==> src/logic/mul_arch_pkg.sv <==
package mul_arch_pkg;

    ////////////////////////////////////////
    // Datapath widths
    ////////////////////////////////////////

    // Operand and result word
    localparam int DATA_WIDTH = 32;

    // Reorder buffer ticket and instruction id
    localparam int ROB_ID_WIDTH = 6;

    localparam int REG_ADDR_WIDTH = 5;
    localparam int PC_WIDTH = 32;

    ////////////////////////////////////////
    // Operand word encodings
    ////////////////////////////////////////

    // Ticket sits in the low bits of the word
    typedef struct packed {
        logic [DATA_WIDTH-ROB_ID_WIDTH-1:0] pad;
        logic [ROB_ID_WIDTH-1:0]            rob_id;
    } rob_ticket_t;

    // The pending flag next to the word tells which view is valid
    typedef union packed {
        logic [DATA_WIDTH-1:0] value;
        rob_ticket_t           ticket;
    } operand_word_u;

endpackage

==> src/logic/mul_xcpt_pkg.sv <==
package mul_xcpt_pkg;

    // Exception causes carried down to writeback
    typedef enum logic [2:0] {
        XCPT_NONE          = 3'd0,
        XCPT_ITLB_MISS     = 3'd1,
        XCPT_BUS_ERROR     = 3'd2,
        XCPT_ILLEGAL_INSTR = 3'd3,
        // Raised by the multiplier itself
        XCPT_OVERFLOW      = 3'd4
    } xcpt_cause_t;

endpackage

==> src/logic/mul_stage_if.sv <==
`timescale 1ns/1ps

// Resolved operands, operand stage to product pipe
interface mul_issue_if;
    import mul_arch_pkg::*;
    import mul_xcpt_pkg::*;

    logic                      valid;
    logic [ROB_ID_WIDTH-1:0]   instr_id;
    logic [PC_WIDTH-1:0]       pc;
    logic [REG_ADDR_WIDTH-1:0] rd_addr;
    logic [DATA_WIDTH-1:0]     operand_a;
    logic [DATA_WIDTH-1:0]     operand_b;
    logic                      xcpt_valid;
    xcpt_cause_t               xcpt_cause;

    modport source (output valid, instr_id, pc, rd_addr, operand_a, operand_b,
                    xcpt_valid, xcpt_cause);
    modport sink (input valid, instr_id, pc, rd_addr, operand_a, operand_b,
                  xcpt_valid, xcpt_cause);
endinterface

// Full product, product pipe to writeback stage
interface mul_result_if;
    import mul_arch_pkg::*;
    import mul_xcpt_pkg::*;

    logic                      valid;
    logic [ROB_ID_WIDTH-1:0]   instr_id;
    logic [PC_WIDTH-1:0]       pc;
    logic [REG_ADDR_WIDTH-1:0] rd_addr;
    logic [2*DATA_WIDTH-1:0]   product;
    logic                      xcpt_valid;
    xcpt_cause_t               xcpt_cause;

    modport source (output valid, instr_id, pc, rd_addr, product,
                    xcpt_valid, xcpt_cause);
    modport sink (input valid, instr_id, pc, rd_addr, product,
                  xcpt_valid, xcpt_cause);
endinterface

==> src/logic/mul_operand_stage.sv <==
`timescale 1ns/1ps

module mul_operand_stage
(
    input  logic                                    clock,
    input  logic                                    reset,
    input  logic                                    flush,

    // Request from decode
    input  logic                                    req_valid,
    input  logic [mul_arch_pkg::ROB_ID_WIDTH-1:0]   req_instr_id,
    input  logic [mul_arch_pkg::PC_WIDTH-1:0]       req_pc,
    input  logic [mul_arch_pkg::REG_ADDR_WIDTH-1:0] req_rd_addr,
    input  mul_arch_pkg::operand_word_u             req_src1_word,
    input  logic                                    req_src1_pending,
    input  mul_arch_pkg::operand_word_u             req_src2_word,
    input  logic                                    req_src2_pending,
    input  logic                                    req_xcpt_valid,
    input  mul_xcpt_pkg::xcpt_cause_t               req_xcpt_cause,

    // Reorder buffer query, answered in the same cycle
    output logic [mul_arch_pkg::ROB_ID_WIDTH-1:0]   rob_src1_id,
    output logic [mul_arch_pkg::ROB_ID_WIDTH-1:0]   rob_src2_id,
    input  logic                                    rob_src1_hit,
    input  logic                                    rob_src2_hit,
    input  logic [mul_arch_pkg::DATA_WIDTH-1:0]     rob_src1_data,
    input  logic [mul_arch_pkg::DATA_WIDTH-1:0]     rob_src2_data,

    output logic                                    stall_decode,
    mul_issue_if.source                             issue
);
    import mul_arch_pkg::*;

    // Held copy of a request waiting on the reorder buffer
    logic [ROB_ID_WIDTH-1:0]   held_instr_id;
    logic [PC_WIDTH-1:0]       held_pc;
    logic [REG_ADDR_WIDTH-1:0] held_rd_addr;
    operand_word_u             held_src1_word;
    operand_word_u             held_src2_word;
    logic                      held_src1_pending;
    logic                      held_src2_pending;

    // Hits already seen for the held request
    logic                      src1_found;
    logic                      src2_found;
    logic [DATA_WIDTH-1:0]     src1_captured;
    logic [DATA_WIDTH-1:0]     src2_captured;

    // Request being worked on this cycle
    logic                      accept;
    logic                      active;
    logic                      cur_xcpt;
    logic [ROB_ID_WIDTH-1:0]   cur_instr_id;
    logic [PC_WIDTH-1:0]       cur_pc;
    logic [REG_ADDR_WIDTH-1:0] cur_rd_addr;
    operand_word_u             cur_src1_word;
    operand_word_u             cur_src2_word;
    logic                      cur_src1_pending;
    logic                      cur_src2_pending;
    logic                      src1_ready;
    logic                      src2_ready;
    logic                      resolve;
    logic                      stall_next;
    logic [DATA_WIDTH-1:0]     operand_a;
    logic [DATA_WIDTH-1:0]     operand_b;

    ////////////////////////////////////////
    // Operand resolution
    ////////////////////////////////////////

    always_comb
    begin
        accept   = req_valid & ~stall_decode;
        active   = accept | stall_decode;
        // Held requests never carry an exception
        cur_xcpt = accept & req_xcpt_valid;

        if (stall_decode)
        begin
            cur_instr_id     = held_instr_id;
            cur_pc           = held_pc;
            cur_rd_addr      = held_rd_addr;
            cur_src1_word    = held_src1_word;
            cur_src2_word    = held_src2_word;
            cur_src1_pending = held_src1_pending;
            cur_src2_pending = held_src2_pending;
        end
        else
        begin
            cur_instr_id     = req_instr_id;
            cur_pc           = req_pc;
            cur_rd_addr      = req_rd_addr;
            cur_src1_word    = req_src1_word;
            cur_src2_word    = req_src2_word;
            cur_src1_pending = req_src1_pending;
            cur_src2_pending = req_src2_pending;
        end

        rob_src1_id = cur_src1_word.ticket.rob_id;
        rob_src2_id = cur_src2_word.ticket.rob_id;

        src1_ready = ~cur_src1_pending | src1_found | rob_src1_hit;
        src2_ready = ~cur_src2_pending | src2_found | rob_src2_hit;

        resolve    = active & (cur_xcpt | (src1_ready & src2_ready));
        stall_next = active & ~resolve;

        // Captured hit first, then this cycle's hit
        operand_a = ~cur_src1_pending ? cur_src1_word.value :
                    src1_found        ? src1_captured : rob_src1_data;
        operand_b = ~cur_src2_pending ? cur_src2_word.value :
                    src2_found        ? src2_captured : rob_src2_data;
    end

    ////////////////////////////////////////
    // Stall and issue registers
    ////////////////////////////////////////

    always_ff @(posedge clock)
    begin
        if (reset | flush)
        begin
            stall_decode <= 1'b0;
            src1_found   <= 1'b0;
            src2_found   <= 1'b0;
            issue.valid  <= 1'b0;
        end
        else
        begin
            stall_decode <= stall_next;
            src1_found   <= stall_next & cur_src1_pending & (src1_found | rob_src1_hit);
            src2_found   <= stall_next & cur_src2_pending & (src2_found | rob_src2_hit);
            issue.valid  <= resolve;
        end
    end

    always_ff @(posedge clock)
    begin
        if (accept)
        begin
            held_instr_id     <= req_instr_id;
            held_pc           <= req_pc;
            held_rd_addr      <= req_rd_addr;
            held_src1_word    <= req_src1_word;
            held_src2_word    <= req_src2_word;
            held_src1_pending <= req_src1_pending;
            held_src2_pending <= req_src2_pending;
        end

        // Keep the first hit of each source
        if (active & cur_src1_pending & ~src1_found & rob_src1_hit)
            src1_captured <= rob_src1_data;
        if (active & cur_src2_pending & ~src2_found & rob_src2_hit)
            src2_captured <= rob_src2_data;

        if (resolve)
        begin
            issue.instr_id   <= cur_instr_id;
            issue.pc         <= cur_pc;
            issue.rd_addr    <= cur_rd_addr;
            issue.operand_a  <= operand_a;
            issue.operand_b  <= operand_b;
            issue.xcpt_valid <= cur_xcpt;
            issue.xcpt_cause <= req_xcpt_cause;
        end
    end

endmodule

==> src/logic/mul_product_pipe.sv <==
`timescale 1ns/1ps

module mul_product_pipe
#(
    parameter int MUL_STAGES = 3
)
(
    input  logic          clock,
    input  logic          reset,
    input  logic          flush,
    mul_issue_if.sink     issue,
    mul_result_if.source  result
);
    import mul_arch_pkg::*;
    import mul_xcpt_pkg::*;

    // Unsigned double-width product of the issued operands
    logic [2*DATA_WIDTH-1:0]   full_product;

    // One slot per multiply stage
    logic [MUL_STAGES-1:0]     valid_q;
    logic [ROB_ID_WIDTH-1:0]   instr_id_q   [MUL_STAGES];
    logic [PC_WIDTH-1:0]       pc_q         [MUL_STAGES];
    logic [REG_ADDR_WIDTH-1:0] rd_addr_q    [MUL_STAGES];
    logic [2*DATA_WIDTH-1:0]   product_q    [MUL_STAGES];
    logic                      xcpt_valid_q [MUL_STAGES];
    xcpt_cause_t               xcpt_cause_q [MUL_STAGES];

    assign full_product = (2*DATA_WIDTH)'(issue.operand_a) * (2*DATA_WIDTH)'(issue.operand_b);

    always_ff @(posedge clock)
    begin
        if (reset | flush)
            valid_q <= '0;
        else
        begin
            valid_q[0] <= issue.valid;
            for (int i = 1; i < MUL_STAGES; i++)
                valid_q[i] <= valid_q[i-1];
        end
    end

    always_ff @(posedge clock)
    begin
        instr_id_q[0]   <= issue.instr_id;
        pc_q[0]         <= issue.pc;
        rd_addr_q[0]    <= issue.rd_addr;
        product_q[0]    <= full_product;
        xcpt_valid_q[0] <= issue.xcpt_valid;
        xcpt_cause_q[0] <= issue.xcpt_cause;

        for (int i = 1; i < MUL_STAGES; i++)
        begin
            instr_id_q[i]   <= instr_id_q[i-1];
            pc_q[i]         <= pc_q[i-1];
            rd_addr_q[i]    <= rd_addr_q[i-1];
            product_q[i]    <= product_q[i-1];
            xcpt_valid_q[i] <= xcpt_valid_q[i-1];
            xcpt_cause_q[i] <= xcpt_cause_q[i-1];
        end
    end

    // Last slot feeds writeback
    assign result.valid      = valid_q[MUL_STAGES-1];
    assign result.instr_id   = instr_id_q[MUL_STAGES-1];
    assign result.pc         = pc_q[MUL_STAGES-1];
    assign result.rd_addr    = rd_addr_q[MUL_STAGES-1];
    assign result.product    = product_q[MUL_STAGES-1];
    assign result.xcpt_valid = xcpt_valid_q[MUL_STAGES-1];
    assign result.xcpt_cause = xcpt_cause_q[MUL_STAGES-1];

endmodule

==> src/logic/mul_top.sv <==
`timescale 1ns/1ps

module mul_top
#(
    parameter int MUL_STAGES = 3
)
(
    input  logic                                    clock,
    input  logic                                    reset,
    input  logic                                    flush,

    // Request from decode
    input  logic                                    req_valid,
    input  logic [mul_arch_pkg::ROB_ID_WIDTH-1:0]   req_instr_id,
    input  logic [mul_arch_pkg::PC_WIDTH-1:0]       req_pc,
    input  logic [mul_arch_pkg::REG_ADDR_WIDTH-1:0] req_rd_addr,
    input  mul_arch_pkg::operand_word_u             req_src1_word,
    input  logic                                    req_src1_pending,
    input  mul_arch_pkg::operand_word_u             req_src2_word,
    input  logic                                    req_src2_pending,
    input  logic                                    req_xcpt_valid,
    input  mul_xcpt_pkg::xcpt_cause_t               req_xcpt_cause,
    output logic                                    stall_decode,

    // Reorder buffer bypass
    output logic [mul_arch_pkg::ROB_ID_WIDTH-1:0]   rob_src1_id,
    output logic [mul_arch_pkg::ROB_ID_WIDTH-1:0]   rob_src2_id,
    input  logic                                    rob_src1_hit,
    input  logic                                    rob_src2_hit,
    input  logic [mul_arch_pkg::DATA_WIDTH-1:0]     rob_src1_data,
    input  logic [mul_arch_pkg::DATA_WIDTH-1:0]     rob_src2_data,

    // Writeback request
    output logic                                    wb_valid,
    output logic [mul_arch_pkg::ROB_ID_WIDTH-1:0]   wb_instr_id,
    output logic [mul_arch_pkg::PC_WIDTH-1:0]       wb_pc,
    output logic [mul_arch_pkg::REG_ADDR_WIDTH-1:0] wb_rd_addr,
    output logic [mul_arch_pkg::DATA_WIDTH-1:0]     wb_data,
    output logic                                    wb_xcpt_valid,
    output mul_xcpt_pkg::xcpt_cause_t               wb_xcpt_cause
);

    mul_issue_if  issue_bus ();
    mul_result_if result_bus ();

    mul_operand_stage u_operand_stage
    (
        .clock            (clock),
        .reset            (reset),
        .flush            (flush),
        .req_valid        (req_valid),
        .req_instr_id     (req_instr_id),
        .req_pc           (req_pc),
        .req_rd_addr      (req_rd_addr),
        .req_src1_word    (req_src1_word),
        .req_src1_pending (req_src1_pending),
        .req_src2_word    (req_src2_word),
        .req_src2_pending (req_src2_pending),
        .req_xcpt_valid   (req_xcpt_valid),
        .req_xcpt_cause   (req_xcpt_cause),
        .rob_src1_id      (rob_src1_id),
        .rob_src2_id      (rob_src2_id),
        .rob_src1_hit     (rob_src1_hit),
        .rob_src2_hit     (rob_src2_hit),
        .rob_src1_data    (rob_src1_data),
        .rob_src2_data    (rob_src2_data),
        .stall_decode     (stall_decode),
        .issue            (issue_bus.source)
    );

    mul_product_pipe #(
        .MUL_STAGES (MUL_STAGES)
    ) u_product_pipe (
        .clock  (clock),
        .reset  (reset),
        .flush  (flush),
        .issue  (issue_bus.sink),
        .result (result_bus.source)
    );

    mul_writeback_stage u_writeback_stage
    (
        .clock         (clock),
        .reset         (reset),
        .flush         (flush),
        .result        (result_bus.sink),
        .wb_valid      (wb_valid),
        .wb_instr_id   (wb_instr_id),
        .wb_pc         (wb_pc),
        .wb_rd_addr    (wb_rd_addr),
        .wb_data       (wb_data),
        .wb_xcpt_valid (wb_xcpt_valid),
        .wb_xcpt_cause (wb_xcpt_cause)
    );

endmodule

==> src/logic/mul_writeback_stage.sv <==
`timescale 1ns/1ps

module mul_writeback_stage
(
    input  logic                                    clock,
    input  logic                                    reset,
    input  logic                                    flush,
    mul_result_if.sink                              result,

    // Writeback request
    output logic                                    wb_valid,
    output logic [mul_arch_pkg::ROB_ID_WIDTH-1:0]   wb_instr_id,
    output logic [mul_arch_pkg::PC_WIDTH-1:0]       wb_pc,
    output logic [mul_arch_pkg::REG_ADDR_WIDTH-1:0] wb_rd_addr,
    output logic [mul_arch_pkg::DATA_WIDTH-1:0]     wb_data,
    output logic                                    wb_xcpt_valid,
    output mul_xcpt_pkg::xcpt_cause_t               wb_xcpt_cause
);
    import mul_arch_pkg::*;
    import mul_xcpt_pkg::*;

    logic        overflow;
    logic        xcpt_next;
    xcpt_cause_t cause_next;
    logic        wb_valid_q;
    logic        wb_xcpt_q;

    // Upper half set means the result does not fit in one word
    assign overflow  = |result.product[2*DATA_WIDTH-1:DATA_WIDTH];
    assign xcpt_next = result.xcpt_valid | overflow;

    // Incoming exception wins over overflow
    assign cause_next = result.xcpt_valid ? result.xcpt_cause :
                        overflow          ? XCPT_OVERFLOW : XCPT_NONE;

    always_ff @(posedge clock)
    begin
        if (reset | flush)
            wb_valid_q <= 1'b0;
        else
            wb_valid_q <= result.valid;
    end

    always_ff @(posedge clock)
    begin
        wb_instr_id   <= result.instr_id;
        wb_pc         <= result.pc;
        wb_rd_addr    <= result.rd_addr;
        wb_data       <= result.product[DATA_WIDTH-1:0];
        wb_xcpt_q     <= xcpt_next;
        wb_xcpt_cause <= cause_next;
    end

    // Nothing leaves during a flush cycle
    assign wb_valid      = wb_valid_q & ~flush;
    assign wb_xcpt_valid = wb_valid & wb_xcpt_q;

endmodule

==> config.mk <==
export PLATFORM = sky130hd
export DESIGN_NAME = mul_top
export DESIGN_NICKNAME = d
export VERILOG_FILES = /design/src/logic/mul_arch_pkg.sv /design/src/logic/mul_xcpt_pkg.sv /design/src/logic/mul_stage_if.sv /design/src/logic/mul_operand_stage.sv /design/src/logic/mul_product_pipe.sv /design/src/logic/mul_top.sv /design/src/logic/mul_writeback_stage.sv
export SDC_FILE = /design/constraint.sdc
export NUM_CORES = 2
export LEC_CHECK = 0
export ABC_AREA = 0
export BUFFER_PORTS_ARGS = -buffer_cell sky130_fd_sc_hd__buf_2
export CORE_UTILIZATION = 40
export CTS_CLUSTER_SIZE = 24
export DETAILED_ROUTE_END_ITERATION = 12
export PLACE_DENSITY = 0.53
export SLEW_MARGIN = 20
export SYNTH_ARGS = -nofsm -noshare
export SYNTH_HDL_FRONTEND = slang
export SYNTH_HIERARCHICAL = 1
export SYNTH_SLANG_ARGS = --single-unit
export TNS_END_PERCENT = 1
==> constraint.sdc <==
create_clock -name clock -period 13.7 [get_ports clock]
set_clock_uncertainty 0.05 [all_clocks]
set_input_delay 0.685 -clock clock [delete_from_list [all_inputs] [get_ports clock]]
set_output_delay 0.685 -clock clock [all_outputs]
set_load 0.02 [all_outputs]
==> results.json <==
{
  "outcome": "finished, final reports clean",
  "tritoncts": "yes",
  "io_pins": 276,
  "rr_worst_depth": 22,
  "r2r_slack_ps": 4850,
  "die-area_mm2": 0.136,
  "startpoint_type": "flop",
  "ctsHoldBuffers": 0,
  "syn_avg_cell_area_um2": 11.1,
  "fin_nets": 6248,
  "drcViolationCount": 0,
  "hold_start": "req_xcpt_cause[2]",
  "slowest_delay_ps": 1050,
  "cts_root_buf": "clkbuf_16",
  "ant_nets": 0,
  "ys_warn_count": 6,
  "vias": 32600,
  "overflow": 0,
  "cts_resized": 0,
  "r2r-end": "u_product_pipe/product_q[0][62]$_DFF_P_",
  "top_regs": "u_product_pipe/product_q x192, u_product_pipe/pc_q x96",
  "period_minus_slack_ps": 8850,
  "clock_sinks": 704,
  "synth_most_common_cell": "fa_1",
  "grt_max_degree": 70,
  "wl_per_cell_um": 19.9,
  "m1WireLength_um": 61900,
  "clk_latency_ps": 700,
  "grtUsageTotal": 0.204,
  "hold_path_end": "u_operand_stage/issue.xcpt_cause[2]$_DFFE_PP_",
  "wl_met2_um": 57300,
  "tightest_slew_ps": 1060,
  "syn_area_mm2": 0.0536,
  "rows": 133,
  "finalMaxSlewViolations": 0,
  "drive_gt1_frac": 0.113,
  "die_x_um": 368,
  "min_delay_path_depth": 1,
  "max_slew_margin": 0.295,
  "cp_common_cell": "fa_1",
  "finalSetupViolations": 0,
  "arrival_ps": 9380,
  "top_layer": "met5",
  "cts_buffers": 76,
  "largest_reg_flops": 192,
  "maxCapViolations": 0,
  "rsz0062_at_grt": "no",
  "synth_fp_nets": 6170,
  "grt_pass1_wl_um": 211000,
  "globalplace.congestion": 0.859,
  "tns_ps": 0,
  "synth_common_cells": "fa_1, inv_1, and2_1",
  "htreeDepth": 3,
  "cp_data_required_time_ps": 14230,
  "core_mm2": 0.132,
  "avgViaCountPerCell": 4.84,
  "clk_pin_slew_ps": 60,
  "synth_top_area_frac": 0.334,
  "drtPass1Iterations": 6,
  "hpwl_um": 99100,
  "port_buffers": 275,
  "r2r-start": "u_operand_stage/issue.operand_b[7]$_DFFE_PP_",
  "yosysTopAreaCell": "fa_1",
  "critPathSlowestCell": "edfxtp_1",
  "largest_register": "u_product_pipe/product_q",
  "start_util": 0.405,
  "fin_crit_sh": 0.646,
  "cts_buffer_depth": 3,
  "synthTopCellsByArea": "fa_1, edfxtp_1, dfxtp_1",
  "max_freq_mhz": 113,
  "critPathMaxFanout": 32,
  "grt_pass1_vias": 35500,
  "synth-seq-area-share": 0.316,
  "wirelength_um": 134000,
  "hold_class": "in2reg",
  "synth_cells": 4828,
  "hold_viol": 0,
  "die_h_um": 368,
  "crit_path_cell_trace": "and2_1 -> fa_1 -> fa_1 -> fa_1 -> inv_1 -> fa_1 -> inv_1 -> fa_1 -> fa_1 -> fa_1 -> inv_1 -> fa_1 -> inv_1 -> ha_1 -> nand4_1 -> nor4_1 -> o31ai_1 -> o211ai_2 -> a31oi_1 -> or3_4 -> a221oi_2 -> xor2_1",
  "antenna_found_initial": 46,
  "critPathBufInv": 4,
  "fin_util": 0.444,
  "endpoint_kind": "flop",
  "syn2layout_area_growth_pct": 9.52,
  "synth_edf_count": 284,
  "wl_met3_um": 12200,
  "dp_cells": 6581,
  "critPathTopFamily": "adder cells",
  "synthDistinctLibCells": 66,
  "crit_type": "reg2reg",
  "post_cts.repair.setup_buffers": 0,
  "synth_seq_cells": 704,
  "ys.flop_type": "dfxtp_1",
  "ys_async_sr_fraction": 0,
  "stdcell_count": 6741,
  "first_iter_violations": 1896
}
## logic make-up after synthesis
family	count (synthesis)	synth area share
flops	704	0.316
compound gates	327	0.0394
xor+xnor	63	0.0103
mux	121	0.0240
simple gates	1237	0.121
buf+inv	1217	0.0943
fa+ha+maj	1159	0.396
## how the worst max path moves through the flow
| stage | slack (ps) | to | depth (start not counted) | start |
|---|---|---|---|---|
| 2_1_floorplan | 1430 | u_operand_stage/issue.instr_id[0]$_DFFE_PP_ | 5 | u_operand_stage/stall_decode$_SDFF_PP0_ |
| 3_3_place_gp | 4960 | u_product_pipe/product_q[0][62]$_DFF_P_ | 22 | u_operand_stage/issue.operand_b[6]$_DFFE_PP_ |
| 3_5_place_dp | 4940 | u_product_pipe/product_q[0][62]$_DFF_P_ | 22 | u_operand_stage/issue.operand_b[6]$_DFFE_PP_ |
| 4_1_cts | 4840 | u_product_pipe/product_q[0][62]$_DFF_P_ | 22 | u_operand_stage/issue.operand_b[6]$_DFFE_PP_ |
| 5_1_grt | 4570 | u_product_pipe/product_q[0][62]$_DFF_P_ | 23 | u_operand_stage/issue.operand_b[5]$_DFFE_PP_ |
| 6_report | 4850 | u_product_pipe/product_q[0][62]$_DFF_P_ | 22 | u_operand_stage/issue.operand_b[7]$_DFFE_PP_ |
## cells in the final DEF (no fill, tap or decap), types with 7 or more instances in the layout
cell type / synthesis / layout
o21bai_1: 13 / 13
xnor2_1: 41 / 41
inv_1: 866 / 866
nor2b_1: 60 / 59
mux2_2: 55 / 55
a211oi_1: 61 / 61
fa_1: 896 / 896
edfxtp_1: 284 / 284
a21oi_1: 128 / 127
clkbuf_16: 0 / 79
a31oi_1: 9 / 9
clkinv_2: 0 / 12
and2_1: 604 / 604
nor3_1: 8 / 8
clkbuf_1: 211 / 18
xor2_1: 22 / 22
dfxtp_1: 420 / 417
o21a_1: 7 / 7
clkbuf_8: 0 / 13
o21ai_1: 8 / 8
buf_2: 18 / 275
nor2_1: 29 / 29
nand3_1: 7 / 7
a21o_1: 26 / 26
ha_1: 263 / 263
nand4_1: 9 / 9
diode_2: 0 / 16
mux2i_1: 64 / 64
nand2_1: 485 / 485
nor4_1: 10 / 10
buf_4: 116 / 74
o21ai_0: 36 / 36
## per-stage QoR
stage	hold slack [ps]	setup WS (ps)	area, um2
after global routing	64.0	4570	58700
after global placement	260	4960	56000
after floorplan	260	1430	53600
after detailed placement	262	4940	56000
after CTS	49.1	4840	58700
final	106	4850	58700
## final cells by class
cell class / instances / area, um2
timing repair buffer: 351 / 1970
fill: 12500 / 73500
multi-input combinational: 2907 / 31700
inverter: 866 / 3250
tap: 1755 / 2200
clock buffer: 110 / 2220
clock inverter: 32 / 424
sequential: 704 / 16900
antenna: 16 / 40.0
## routing by layer
metal / vias up / track usage
met3: 199 / 0.0694
met1: 16600 / 0.287
met4: 52 / 0.0432
met2: 959 / 0.304
li1: 14800 / -
met5: - / 0
Power is left out: the tool's default activity adds up to more than one toggle a clock period on the data nets, which glitch-free logic cannot reach.
